`config.mk`:
```
export PLATFORM = sky130hd
export DESIGN_NAME = bankDecoder
export DESIGN_NICKNAME = d
export VERILOG_FILES = /design/src/design/tcdmAddrPkg.sv /design/src/design/tcdmReqPkg.sv /design/src/design/bankDecoder.sv
export VERILOG_INCLUDE_DIRS = /design/src /design/src/design
export SDC_FILE = /design/constraint.sdc
export NUM_CORES = 1
export LEC_CHECK = 0
export BUFFER_PORTS_ARGS = -buffer_cell sky130_fd_sc_hd__buf_2
export CAP_MARGIN = 25
export CORE_MARGIN = 2
export CORE_UTILIZATION = 39
export CTS_BUF_LIST = sky130_fd_sc_hd__clkbuf_8
export CTS_CLUSTER_DIAMETER = 120
export CTS_CLUSTER_SIZE = 30
export DETAILED_ROUTE_END_ITERATION = 10
export PLACE_DENSITY = 0.8
export SLEW_MARGIN = 20
export SYNTH_ARGS = -nofsm -noshare
export SYNTH_HDL_FRONTEND = slang
export SYNTH_SLANG_ARGS = --single-unit
```
`constraint.sdc`:
```
create_clock -name clk_i -period 1.28 [get_ports clk_i]
set_clock_uncertainty 0.1 [all_clocks]
set_input_delay 0.192 -clock clk_i [delete_from_list [all_inputs] [get_ports clk_i]]
set_output_delay 0.192 -clock clk_i [all_outputs]
set_load 0.02 [all_outputs]
```
`src/design/tcdm_defines.svh`:
```
`ifndef TCDM_DEFINES_SVH
`define TCDM_DEFINES_SVH

// Width of a core address
`define ADDR_WIDTH 32

// Byte bits inside one 32-bit word
// These are never used to select a bank
`define BYTE_OFFSET 2

// Tile and bank geometry of the TCDM
`define NUM_TILES 4
`define NUM_BANKS_PER_TILE 4

// Words held by each bank
// Total TCDM size is 4 tiles x 4 banks x 64 words x 4 bytes = 4 KiB
`define ROWS_PER_BANK 64

// Bytes of the sequential region owned by one tile
// Sequential region spans 0 .. NUM_TILES*256-1
`define SEQ_MEM_SIZE_PER_TILE 256

// Width of a memory word
`define DATA_WIDTH 32

`endif

```
`src/design/tcdmAddrPkg.sv`:
```
`include "tcdm_defines.svh"

// Address field types of the TCDM
package tcdmAddrPkg;

  // Full core address as issued by the core
  typedef logic [`ADDR_WIDTH-1:0] addr_t;

  // Tile index
  typedef logic [$clog2(`NUM_TILES)-1:0] tileId_t;

  // Bank index inside a tile
  typedef logic [$clog2(`NUM_BANKS_PER_TILE)-1:0] bankId_t;

  // Word line inside a bank
  typedef logic [$clog2(`ROWS_PER_BANK)-1:0] row_t;

  // Decoded location of one word
  // Tile sits in the MSBs, row in the LSBs
  // Together they index the whole bank array
  typedef struct packed {
    // Which tile serves the word
    tileId_t tile;
    // Which bank inside that tile
    bankId_t bank;
    // Which line inside that bank
    row_t    row;
  } decodedAddr_t;

  // Interleaved layout of a scrambled address, from LSB upward
  //   byte offset  2 bits
  //   bank         2 bits
  //   tile         2 bits
  //   row          6 bits
  // Anything above the row field is outside the memory

endpackage

```
`src/design/tcdmReqPkg.sv`:
```
`include "tcdm_defines.svh"

// Transaction types of the TCDM access path
package tcdmReqPkg;

  // Access kind
  typedef enum logic {
    OP_READ  = 1'b0,
    OP_WRITE = 1'b1
  } opcode_e;

  // One memory word
  typedef logic [`DATA_WIDTH-1:0] data_t;

  // Request as issued by the core
  typedef struct packed {
    opcode_e            opcode;
    tcdmAddrPkg::addr_t addr;
    data_t              wdata;
  } req_t;

  // Request after decoding, address replaced by its fields
  typedef struct packed {
    opcode_e                   opcode;
    tcdmAddrPkg::decodedAddr_t addr;
    // Set for addresses beyond the TCDM
    logic                      outOfRange;
    data_t                     wdata;
  } stagedReq_t;

  // Response to the core
  // Tile and bank are echoed for activity counting
  typedef struct packed {
    opcode_e              opcode;
    data_t                rdata;
    logic                 err;
    tcdmAddrPkg::tileId_t tile;
    tcdmAddrPkg::bankId_t bank;
  } rsp_t;

endpackage

```
`src/design/bankDecoder.sv`:
```
`timescale 1ns/1ps
`include "tcdm_defines.svh"

// Stage 2 of the TCDM path
// Splits the scrambled address into tile, bank and row
module bankDecoder (
  input  logic                   clk_i,
  input  logic                   rst_i,
  input  logic                   sValid_i,
  input  tcdmReqPkg::req_t       sReq_i,
  output logic                   dValid_o,
  output tcdmReqPkg::stagedReq_t dReq_o
);

  // Field positions of the interleaved layout
  // Byte offset bits below BankLsb are dropped
  localparam int unsigned BankLsb  = `BYTE_OFFSET;
  localparam int unsigned BankBits = $bits(tcdmAddrPkg::bankId_t);
  localparam int unsigned TileLsb  = BankLsb + BankBits;
  localparam int unsigned TileBits = $bits(tcdmAddrPkg::tileId_t);
  localparam int unsigned RowLsb   = TileLsb + TileBits;
  localparam int unsigned RowBits  = $bits(tcdmAddrPkg::row_t);
  // First bit past the end of the memory
  localparam int unsigned RangeLsb = RowLsb + RowBits;

  tcdmAddrPkg::decodedAddr_t decoded;
  logic                      outOfRange;

  always_comb begin
    decoded.bank = sReq_i.addr[BankLsb +: BankBits];
    decoded.tile = sReq_i.addr[TileLsb +: TileBits];
    decoded.row  = sReq_i.addr[RowLsb +: RowBits];
    // Any high bit means the word is not in the TCDM
    outOfRange   = |sReq_i.addr[`ADDR_WIDTH-1:RangeLsb];
  end

  always_ff @(posedge clk_i) begin
    if (rst_i) begin
      dValid_o <= 1'b0;
    end else begin
      dValid_o <= sValid_i;
    end
  end

  always_ff @(posedge clk_i) begin
    if (sValid_i) begin
      dReq_o.opcode     <= sReq_i.opcode;
      dReq_o.addr       <= decoded;
      dReq_o.outOfRange <= outOfRange;
      dReq_o.wdata      <= sReq_i.wdata;
    end
  end

  // Nothing leaves the decoder right after reset
  assert property (@(posedge clk_i) rst_i |=> !dValid_o)
  else $error("Decoder output valid high in the cycle after reset");

endmodule

```
==> metrics <==
status=completed; Synth Area in Simple Gates=3.510%; critical path peak fanout=1; wire length per cell=15.28 um; CP top delay family=flip-flops; sequential area share after synthesis=96.49%; Cells after Synth=53; worst stage delay on the critical path=400 ps; grt met3 use=7.143%; Clock Sinks=45; Critical Path End Type=primary output; largest family of logic cells by synthesized area=simple AND/OR/NAND/NOR gates; Critical path origin=dReq_o[19]; vias per cell=4.397; Crit Path Class=reg2out; mux cell area share after synthesis=0%; grt ovf=0; global-route met2 utilization=39.34%; Min-Delay Endpoint=dReq_o[32]; final WL=4004 um; Least-Margin Pin Slew=310.6 ps; Initial Utilization=41.01%; Worst path slowest cell=edfxtp_1; gpl congestion=0.7117; Netlist cell types=6; highest-count cells in the layout ignoring fill and taps=buf_2, edfxtp_1, dlygate4sd3_1, nor4_1, clkbuf_8; # setup viols final=0; Leak Pwr=1.145 nW; top-area cell type share of the netlist area=95.05%; TritonCTS Buffers=5; post-synthesis cell area=1390 um^2; Die W=63.70 um; adder-cell share of the synthesized area=0%; hold path cells=3; grt met1 use=20.58%; placed cells=210; share of the clock period used by the worst path=91.67%; Yosys warnings=0; post-synthesis compound-gate area fraction=0%; Setup TNS=0 ps; flops & latches, synth=45; NumNets Final=283; H-tree depth=2; Root Buffer=clkbuf_8; drc violations=0; number of max-cap violations=0; die area=4058 um^2; XOR/XNOR share of the synthesized area=0%; Max IR drop VDD=1.222 mV; vias in the first global route=1293; Post-CTS Setup Bufs=0; worst path bufs/invs=1; critical path arrival=880 ps; crit-path cells=buf_2; RSZ-0062 raised after global routing=false; hold path start=sReq_i[55]; fin cells=262; DR vias=1152; core area=3390 um^2; Hold WC Path Type=in2reg; initial drt markers=35; area leader, netlist=edfxtp_1; Die Span Y=63.70 um; num rows=21; f_max=852.2 MHz; Synth Area per Inst=26.23 um^2; Max-Slew Margin vs Limit=79.11%; hold slack=113.1 ps; GR peak layer=met2; Tmin final=1173 ps; initial antenna violation count=0; Reg clk slew, reported paths=90 ps; Worst EP required=990 ps; area grow syn2layout=86.50%; antenna viol nets, final=0; Pre-antenna DRT Iters=4; syn_nets=121; n_diodes=0; IO buf count=110; I/O Pins=113; CTS tree=built; PwrDens=1354 nW/um^2; overall fraction of global-route tracks in use=21.08%; clock buffer depth=2; Area contributors post-synth=edfxtp_1, nor4_1, dfxtp_1; Final Max Slew Viols=0; Worst setup SP type=flip-flop; largest net degree at the start of global routing=46; commonest non-fill, non-tap cell in the layout=buf_2; layout cells sized above 1=55.09%; first-pass GRT wire length=6134 um; Hold Fails Final Rpt=0
## state kept, by name (all words and copies together), names as in the netlist
signal and count:
dValid_o 1, dReq_o 44
## synth_stat cells
cell,count
and3_1,1
dfxtp_1,1
edfxtp_1,44
nand3_1,1
nor2b_1,1
nor4_1,5
## timing repair
| item | CTS | global route |
|---|---|---|
| hold buffers | 44 | 0 |
| gates resized for setup | 0 | 0 |
| endpoints found under the hold margin | 44 | 0 |
## layout make-up
| type | count | area [um^2] |
|---|---|---|
| Tap cell | 46 | 57.56 |
| Timing Repair Buffer | 155 | 1011 |
| Fill cell | 196 | 797.0 |
| Sequential cell | 45 | 1341 |
| Multi-Input combinational cell | 8 | 48.80 |
| Clock inverter | 3 | 65.06 |
| Clock buffer | 5 | 68.82 |
## stage by stage
stage / utilization, % / instance area, um^2 / worst slack [ps] / total power [W]
2_1_floorplan: - / 1390 / 284.8 / 0.001960
3_3_place_gp: 59.54 / 2018 / 113.5 / 0.002182
3_5_place_dp: 59.54 / 2018 / 74.29 / 0.002194
4_1_cts: 76.49 / 2592 / 112.4 / 0.003518
5_1_grt: 76.49 / 2592 / 74.78 / 0.003617
6_report: 76.49 / 2592 / 106.6 / 0.003509
## kinds of logic after synthesis
group / count (synthesis)
AND/OR/NAND/NOR: 8
flip-flops: 45
## metal layers
metal,wire length (um),vias to the layer above
met5,0,-
li1,-,541
met4,70,0
met3,398,8
met1,1332,531
met2,2203,72
## worst max path at each step
stage | slack, ps | to | cells after the start
4_1_cts | 110 | dReq_o[19] | 1
3_3_place_gp | 110 | dReq_o[32] | 4
6_report | 110 | dReq_o[19] | 1
3_5_place_dp | 70 | dReq_o[32] | 4
5_1_grt | 70 | dReq_o[38] | 1
2_1_floorplan | 280 | dReq_o[32] | 3
## power by group
part	switching, W	total (W)	internal (W)	leakage (nW)
combinational	0.000264	0.000502	0.000238	0.637
clock	0.000462	0.00124	0.000775	0.0681
sequential	0.0000297	0.00177	0.00174	0.439
(Power assumes the default switching activity.)
