==> src/design/tcdm_defines.svh <==
`ifndef TCDM_DEFINES_SVH
`define TCDM_DEFINES_SVH

// Width of a core address
`define ADDR_WIDTH 32

// Byte bits inside one 32-bit word
// These are never used to select a bank
`define BYTE_OFFSET 2

// Tile and bank geometry of the TCDM
`define NUM_TILES 4
`define NUM_BANKS_PER_TILE 4

// Words held by each bank
// Total TCDM size is 4 tiles x 4 banks x 64 words x 4 bytes = 4 KiB
`define ROWS_PER_BANK 64

// Bytes of the sequential region owned by one tile
// Sequential region spans 0 .. NUM_TILES*256-1
`define SEQ_MEM_SIZE_PER_TILE 256

// Width of a memory word
`define DATA_WIDTH 32

`endif

==> src/design/tcdmAddrPkg.sv <==
`include "tcdm_defines.svh"

// Address field types of the TCDM
package tcdmAddrPkg;

  // Full core address as issued by the core
  typedef logic [`ADDR_WIDTH-1:0] addr_t;

  // Tile index
  typedef logic [$clog2(`NUM_TILES)-1:0] tileId_t;

  // Bank index inside a tile
  typedef logic [$clog2(`NUM_BANKS_PER_TILE)-1:0] bankId_t;

  // Word line inside a bank
  typedef logic [$clog2(`ROWS_PER_BANK)-1:0] row_t;

  // Decoded location of one word
  // Tile sits in the MSBs, row in the LSBs
  // Together they index the whole bank array
  typedef struct packed {
    // Which tile serves the word
    tileId_t tile;
    // Which bank inside that tile
    bankId_t bank;
    // Which line inside that bank
    row_t    row;
  } decodedAddr_t;

  // Interleaved layout of a scrambled address, from LSB upward
  //   byte offset  2 bits
  //   bank         2 bits
  //   tile         2 bits
  //   row          6 bits
  // Anything above the row field is outside the memory

endpackage

==> src/design/tcdmReqPkg.sv <==
`include "tcdm_defines.svh"

// Transaction types of the TCDM access path
package tcdmReqPkg;

  // Access kind
  typedef enum logic {
    OP_READ  = 1'b0,
    OP_WRITE = 1'b1
  } opcode_e;

  // One memory word
  typedef logic [`DATA_WIDTH-1:0] data_t;

  // Request as issued by the core
  typedef struct packed {
    opcode_e            opcode;
    tcdmAddrPkg::addr_t addr;
    data_t              wdata;
  } req_t;

  // Request after decoding, address replaced by its fields
  typedef struct packed {
    opcode_e                   opcode;
    tcdmAddrPkg::decodedAddr_t addr;
    // Set for addresses beyond the TCDM
    logic                      outOfRange;
    data_t                     wdata;
  } stagedReq_t;

  // Response to the core
  // Tile and bank are echoed for activity counting
  typedef struct packed {
    opcode_e              opcode;
    data_t                rdata;
    logic                 err;
    tcdmAddrPkg::tileId_t tile;
    tcdmAddrPkg::bankId_t bank;
  } rsp_t;

endpackage

==> src/design/addressScrambler.sv <==
`timescale 1ns/1ps
`include "tcdm_defines.svh"

// Stage 1 of the TCDM path
// Remaps the sequential region so each tile owns one contiguous block
module addressScrambler #(
  // Disables the remap, addresses keep the interleaved layout
  parameter bit Bypass = 1'b0
) (
  input  logic                 clk_i,
  input  logic                 rst_i,
  input  logic                 reqValid_i,
  input  tcdmReqPkg::req_t     req_i,
  output logic                 sValid_o,
  output tcdmReqPkg::req_t     sReq_o
);

  // Bits below the tile field stay in place (byte offset plus bank)
  localparam int unsigned ConstantBitsLsb = `BYTE_OFFSET + $clog2(`NUM_BANKS_PER_TILE);
  localparam int unsigned SeqPerTileBits  = $clog2(`SEQ_MEM_SIZE_PER_TILE);
  localparam int unsigned SeqTotalBits    = SeqPerTileBits + $clog2(`NUM_TILES);
  localparam int unsigned SeqTotalBytes   = `NUM_TILES * `SEQ_MEM_SIZE_PER_TILE;

  // Sequential block of a tile must hold whole bank rows
  if (`SEQ_MEM_SIZE_PER_TILE % ((2 ** `BYTE_OFFSET) * `NUM_BANKS_PER_TILE) != 0) begin : gCheck
    $fatal(1, "Sequential bytes per tile must be a multiple of bank width times banks");
  end

  tcdmAddrPkg::addr_t scrambledAddr;

  always_comb begin
    // Interleaved layout by default
    scrambledAddr = req_i.addr;
    // Swap the in-tile line bits below the tile-ID bits
    // Consecutive lines then stay inside one tile
    if (!Bypass && (req_i.addr < SeqTotalBytes)) begin
      scrambledAddr[SeqTotalBits-1:ConstantBitsLsb] = {
        req_i.addr[SeqPerTileBits-1:ConstantBitsLsb],
        req_i.addr[SeqTotalBits-1:SeqPerTileBits]
      };
    end
  end

  // Valid is control state
  always_ff @(posedge clk_i) begin
    if (rst_i) begin
      sValid_o <= 1'b0;
    end else begin
      sValid_o <= reqValid_i;
    end
  end

  // Payload only loads with a request
  always_ff @(posedge clk_i) begin
    if (reqValid_i) begin
      sReq_o.opcode <= req_i.opcode;
      sReq_o.addr   <= scrambledAddr;
      sReq_o.wdata  <= req_i.wdata;
    end
  end

  // Interleaved addresses leave this stage untouched one cycle later
  assert property (@(posedge clk_i) disable iff (rst_i)
    (reqValid_i && (req_i.addr >= SeqTotalBytes)) |=>
      (sValid_o && (sReq_o.addr == $past(req_i.addr))))
  else $error("Address outside the sequential region was altered by the scrambler");

endmodule

==> config.mk <==
export PLATFORM = sky130hd
export DESIGN_NAME = addressScrambler
export DESIGN_NICKNAME = d
export VERILOG_FILES = /design/src/design/tcdmAddrPkg.sv /design/src/design/tcdmReqPkg.sv /design/src/design/addressScrambler.sv
export VERILOG_INCLUDE_DIRS = /design/src /design/src/design
export SDC_FILE = /design/constraint.sdc
export NUM_CORES = 1
export LEC_CHECK = 0
export BUFFER_PORTS_ARGS = -buffer_cell sky130_fd_sc_hd__buf_2
export CAP_MARGIN = 5
export CORE_ASPECT_RATIO = 0.75
export CORE_MARGIN = 5
export CORE_UTILIZATION = 41
export CTS_CLUSTER_DIAMETER = 80
export CTS_CLUSTER_SIZE = 40
export DETAILED_ROUTE_END_ITERATION = 7
export PLACE_DENSITY = 0.75
export REMOVE_ABC_BUFFERS = 1
export SLEW_MARGIN = 20
export SYNTH_ARGS = -nofsm -noshare
export SYNTH_HDL_FRONTEND = slang
export SYNTH_SLANG_ARGS = --single-unit
export TNS_END_PERCENT = 1
==> constraint.sdc <==
create_clock -name clk_i -period 2.26 [get_ports clk_i]
set_input_delay 0.452 -clock clk_i [delete_from_list [all_inputs] [get_ports clk_i]]
set_output_delay 0.452 -clock clk_i [all_outputs]
set_load 0.02 [all_outputs]
==> results_dict.tcl <==
set metrics [dict create \
    setup_tns_ns 0 \
    most_numerous_cell_in_the_yosys_netlist "sky130_fd_sc_hd__edfxtp_1" \
    post_synthesis_cells 80 \
    outcome "finished clean" \
    layout.cell_area.non_filler_sq_um 3070 \
    worst-path-max-fanout 6 \
    die_height_microns 72.1 \
    tightestPinTransition_ns 0.446 \
    seq_power_share_pct 53.4 \
    worst_ep_required_time_ns 2.34 \
    drive_above_1_share_pct 68.7 \
    via_count_normalized_by_instance_count 4.65 \
    design.portCount 134 \
    grt_setup_unrepaired "false" \
    htree_levels 3 \
    cellInternalPower_mw 2.08 \
    via_count_of_the_first_global_routing_pass 1378 \
    synth_xor_xnor_area_share_pct 0 \
    post-route-drc-count 0 \
    seq_area_sq_um 1970 \
    final-max-slew-violation-count 0 \
    critPathBufInv 1 \
    postSynthAreaPerCell_sq_um 26.4 \
    max_stage_delay_ns 0.40 \
    filler_cell_count 382 \
    antenna_found_initial 0 \
    fmaxAchievable_mhz 539 \
    floorplan.rows 22 \
    cts_inserted_buffers 9 \
    irDropWorstVdd_mv 0.455 \
    cp_data_arrival_time_ns 1.94 \
    synth_common_cells "sky130_fd_sc_hd__edfxtp_1, sky130_fd_sc_hd__mux2_2, sky130_fd_sc_hd__nor4_1" \
    vias 1349 \
    gp_congestion 0.744 \
    nets 293 \
    netlist.top_cell.by_area "sky130_fd_sc_hd__edfxtp_1" \
    post_cts.resized_instances 0 \
    synth.top_cells.by_area "sky130_fd_sc_hd__edfxtp_1, sky130_fd_sc_hd__mux2_2, sky130_fd_sc_hd__nor4_1" \
    post-place-cells 274 \
    grt_start_max_net_pins 67 \
    critical_path.startpoint_type "input pin" \
    main_combinational_cell_family_by_area_after_synthesis "simple AND/OR/NAND/NOR gates" \
    cp_slowest_cell "sky130_fd_sc_hd__mux2_2" \
    totalPowerFinal_mw 2.76 \
    clock_transition_at_the_register_clock_pins_on_the_worst_setup_and_hold_paths_after_cts_ns 0.07 \
    final_core_util_pct 62.4 \
    net-switching-power_uw 679 \
    worst_slew_margin_rel_pct 70.1 \
    clock_tree.buffer_depth 2 \
    groute.usage.overall_pct 15.4 \
    path_delay_family "simple AND/OR/NAND/NOR gates" \
    timing.hold.worst_path_depth 2 \
    starting_drt_drc_count 51 \
    maxCapViolations 0 \
    grt_pass1_wl_microns 7400 \
    worstPathCellList "buf_2 -> nor4_1 -> nand4_1 -> nor4_4 -> mux2_2" \
    syn2layout_area_growth_pct 45.7 \
    min_tclk_post_route_ns 1.86 \
    final_cell_count_no_fill 290 \
    firstDrtPassIters 4 \
    insertedDiodeCount 0 \
    clock_sinks 66 \
    synth-edff-count 65 \
    cts.repair_timing.setup_buffer_count 0 \
    synth.cell_area_sq_um 2110 \
    yosysSeqAreaShare_pct 93.5 \
    power_density_nw_per_um2 897 \
    synth.lib_cells_used.distinct 8 \
    floorplan.initialDensity_pct 42.8 \
    comb_power_share_pct 11.5 \
    yosys.area_share.adder_pct 0 \
    worstSetupPathDepth 5 \
    final_critical_path_share_of_the_clock_period_pct 82.1 \
    wire_per_inst_microns 17.5 \
    multiplexer_area_fraction_after_synthesis_pct 3.20 \
    antenna_violating_nets_post_route 0 \
    start_point_of_the_worst_min_delay_path "rst_i" \
    clock_power_share_pct 35.2 \
    final-hold-violation-count 0 \
    power_switching_share_pct 24.6 \
    worstHoldPathType "in2reg" \
    yosysWarnings 0 \
    power.static_leakage_nw 1.31 \
    cts_tree "built" \
    multi_input_area_sq_um 138 \
    coreArea_sq_um 4930 \
    die_width_microns 92.8 \
    critPathKind "in2reg" \
    die-area_sq_um 6690 \
    clock-root-buffer "sky130_fd_sc_hd__clkbuf_8" \
    port-buffer-count 133 \
    place_area_sq_um 2870 \
    post_cts_hold_buffer_count 0 \
    yosys_most_used_dff "sky130_fd_sc_hd__edfxtp_1" \
    global_route.overflow_total 0 \
    ys_seq_elements 66 \
    wirelength_microns 5070 \
    worstSetupEndpointType "flop" \
    whs_endpoint "sValid_o" \
    share_of_synthesized_registers_carrying_an_async_set_or_reset_pct 0 \
    post_synthesis_share_of_cell_area_spent_on_and_or_nand_and_nor_gates_pct 3.32 \
    post-synth-top-area-fraction_pct 92.5 \
    synth_compound_area_share_pct 0 \
    finalSetupViolations 0 \
]
-- cell families (layout without fill, tap and decap cells) --
logic type             count (synthesis)  count (layout)
buffers and inverters                  0             150
flip-flops                            66              66
multiplexers                           6               6
AND/OR/NAND/NOR                        8               8
-- metrics by stage --
stage | setup WS (ns) | hold slack [ns]
final | 0.404 | 0.270
after global routing | 0.376 | 0.247
after CTS | 0.423 | 0.243
after detailed placement | 0.0594 | 0.614
after global placement | 0.0965 | 0.609
after floorplan | 0.294 | 0.524
-- routing by layer --
layer | track usage [%] | wire length (microns) | vias to the layer above
met5 | 0 | 0 | -
met4 | 5.37 | 34 | 0
met3 | 9.53 | 574 | 2
met2 | 25.9 | 2540 | 75
met1 | 16.0 | 1920 | 650
li1 | - | - | 622
-- layout make-up --
class / instances / share of cell area (%)
clock buffers: 9 / 4.03
flip-flops and latches: 66 / 64.2
multi-input cells: 14 / 4.48
clock inverters: 7 / 2.57
repair buffers: 134 / 22.3
well taps: 60 / 2.44
-- worst max path at each step --
stage	from	to
2_1_floorplan	req_i[63]	sReq_o[36]
3_3_place_gp	req_i[47]	sReq_o[38]
3_5_place_dp	req_i[47]	sReq_o[38]
4_1_cts	req_i[47]	sReq_o[38]
5_1_grt	req_i[47]	sReq_o[38]
6_report	req_i[47]	sReq_o[38]
-- cells in the final DEF, fill, tap and decap left out, drive strengths merged --
master	instances
clkbuf	9
bufinv	1
nand4	1
nor4	5
inv	1
clkinv	5
nor2b	1
edfxtp	65
mux2	6
or4	1
dfxtp	1
buf	134
-- power by group through the flow --
stage	logic, mW	clock network (mW)	registers (mW)
2_1_floorplan	0.00781	0	1.63
3_5_place_dp	0.321	0	1.50
4_1_cts	0.321	1.00	1.47
3_3_place_gp	0.316	0	1.50
5_1_grt	0.335	1.07	1.48
6_report	0.316	0.969	1.47
-- sequential cells by signal (all words and copies together) (netlist names) --
signal / count
sReq_o: 65
sValid_o: 1
Power figures use the tool's default switching activity.
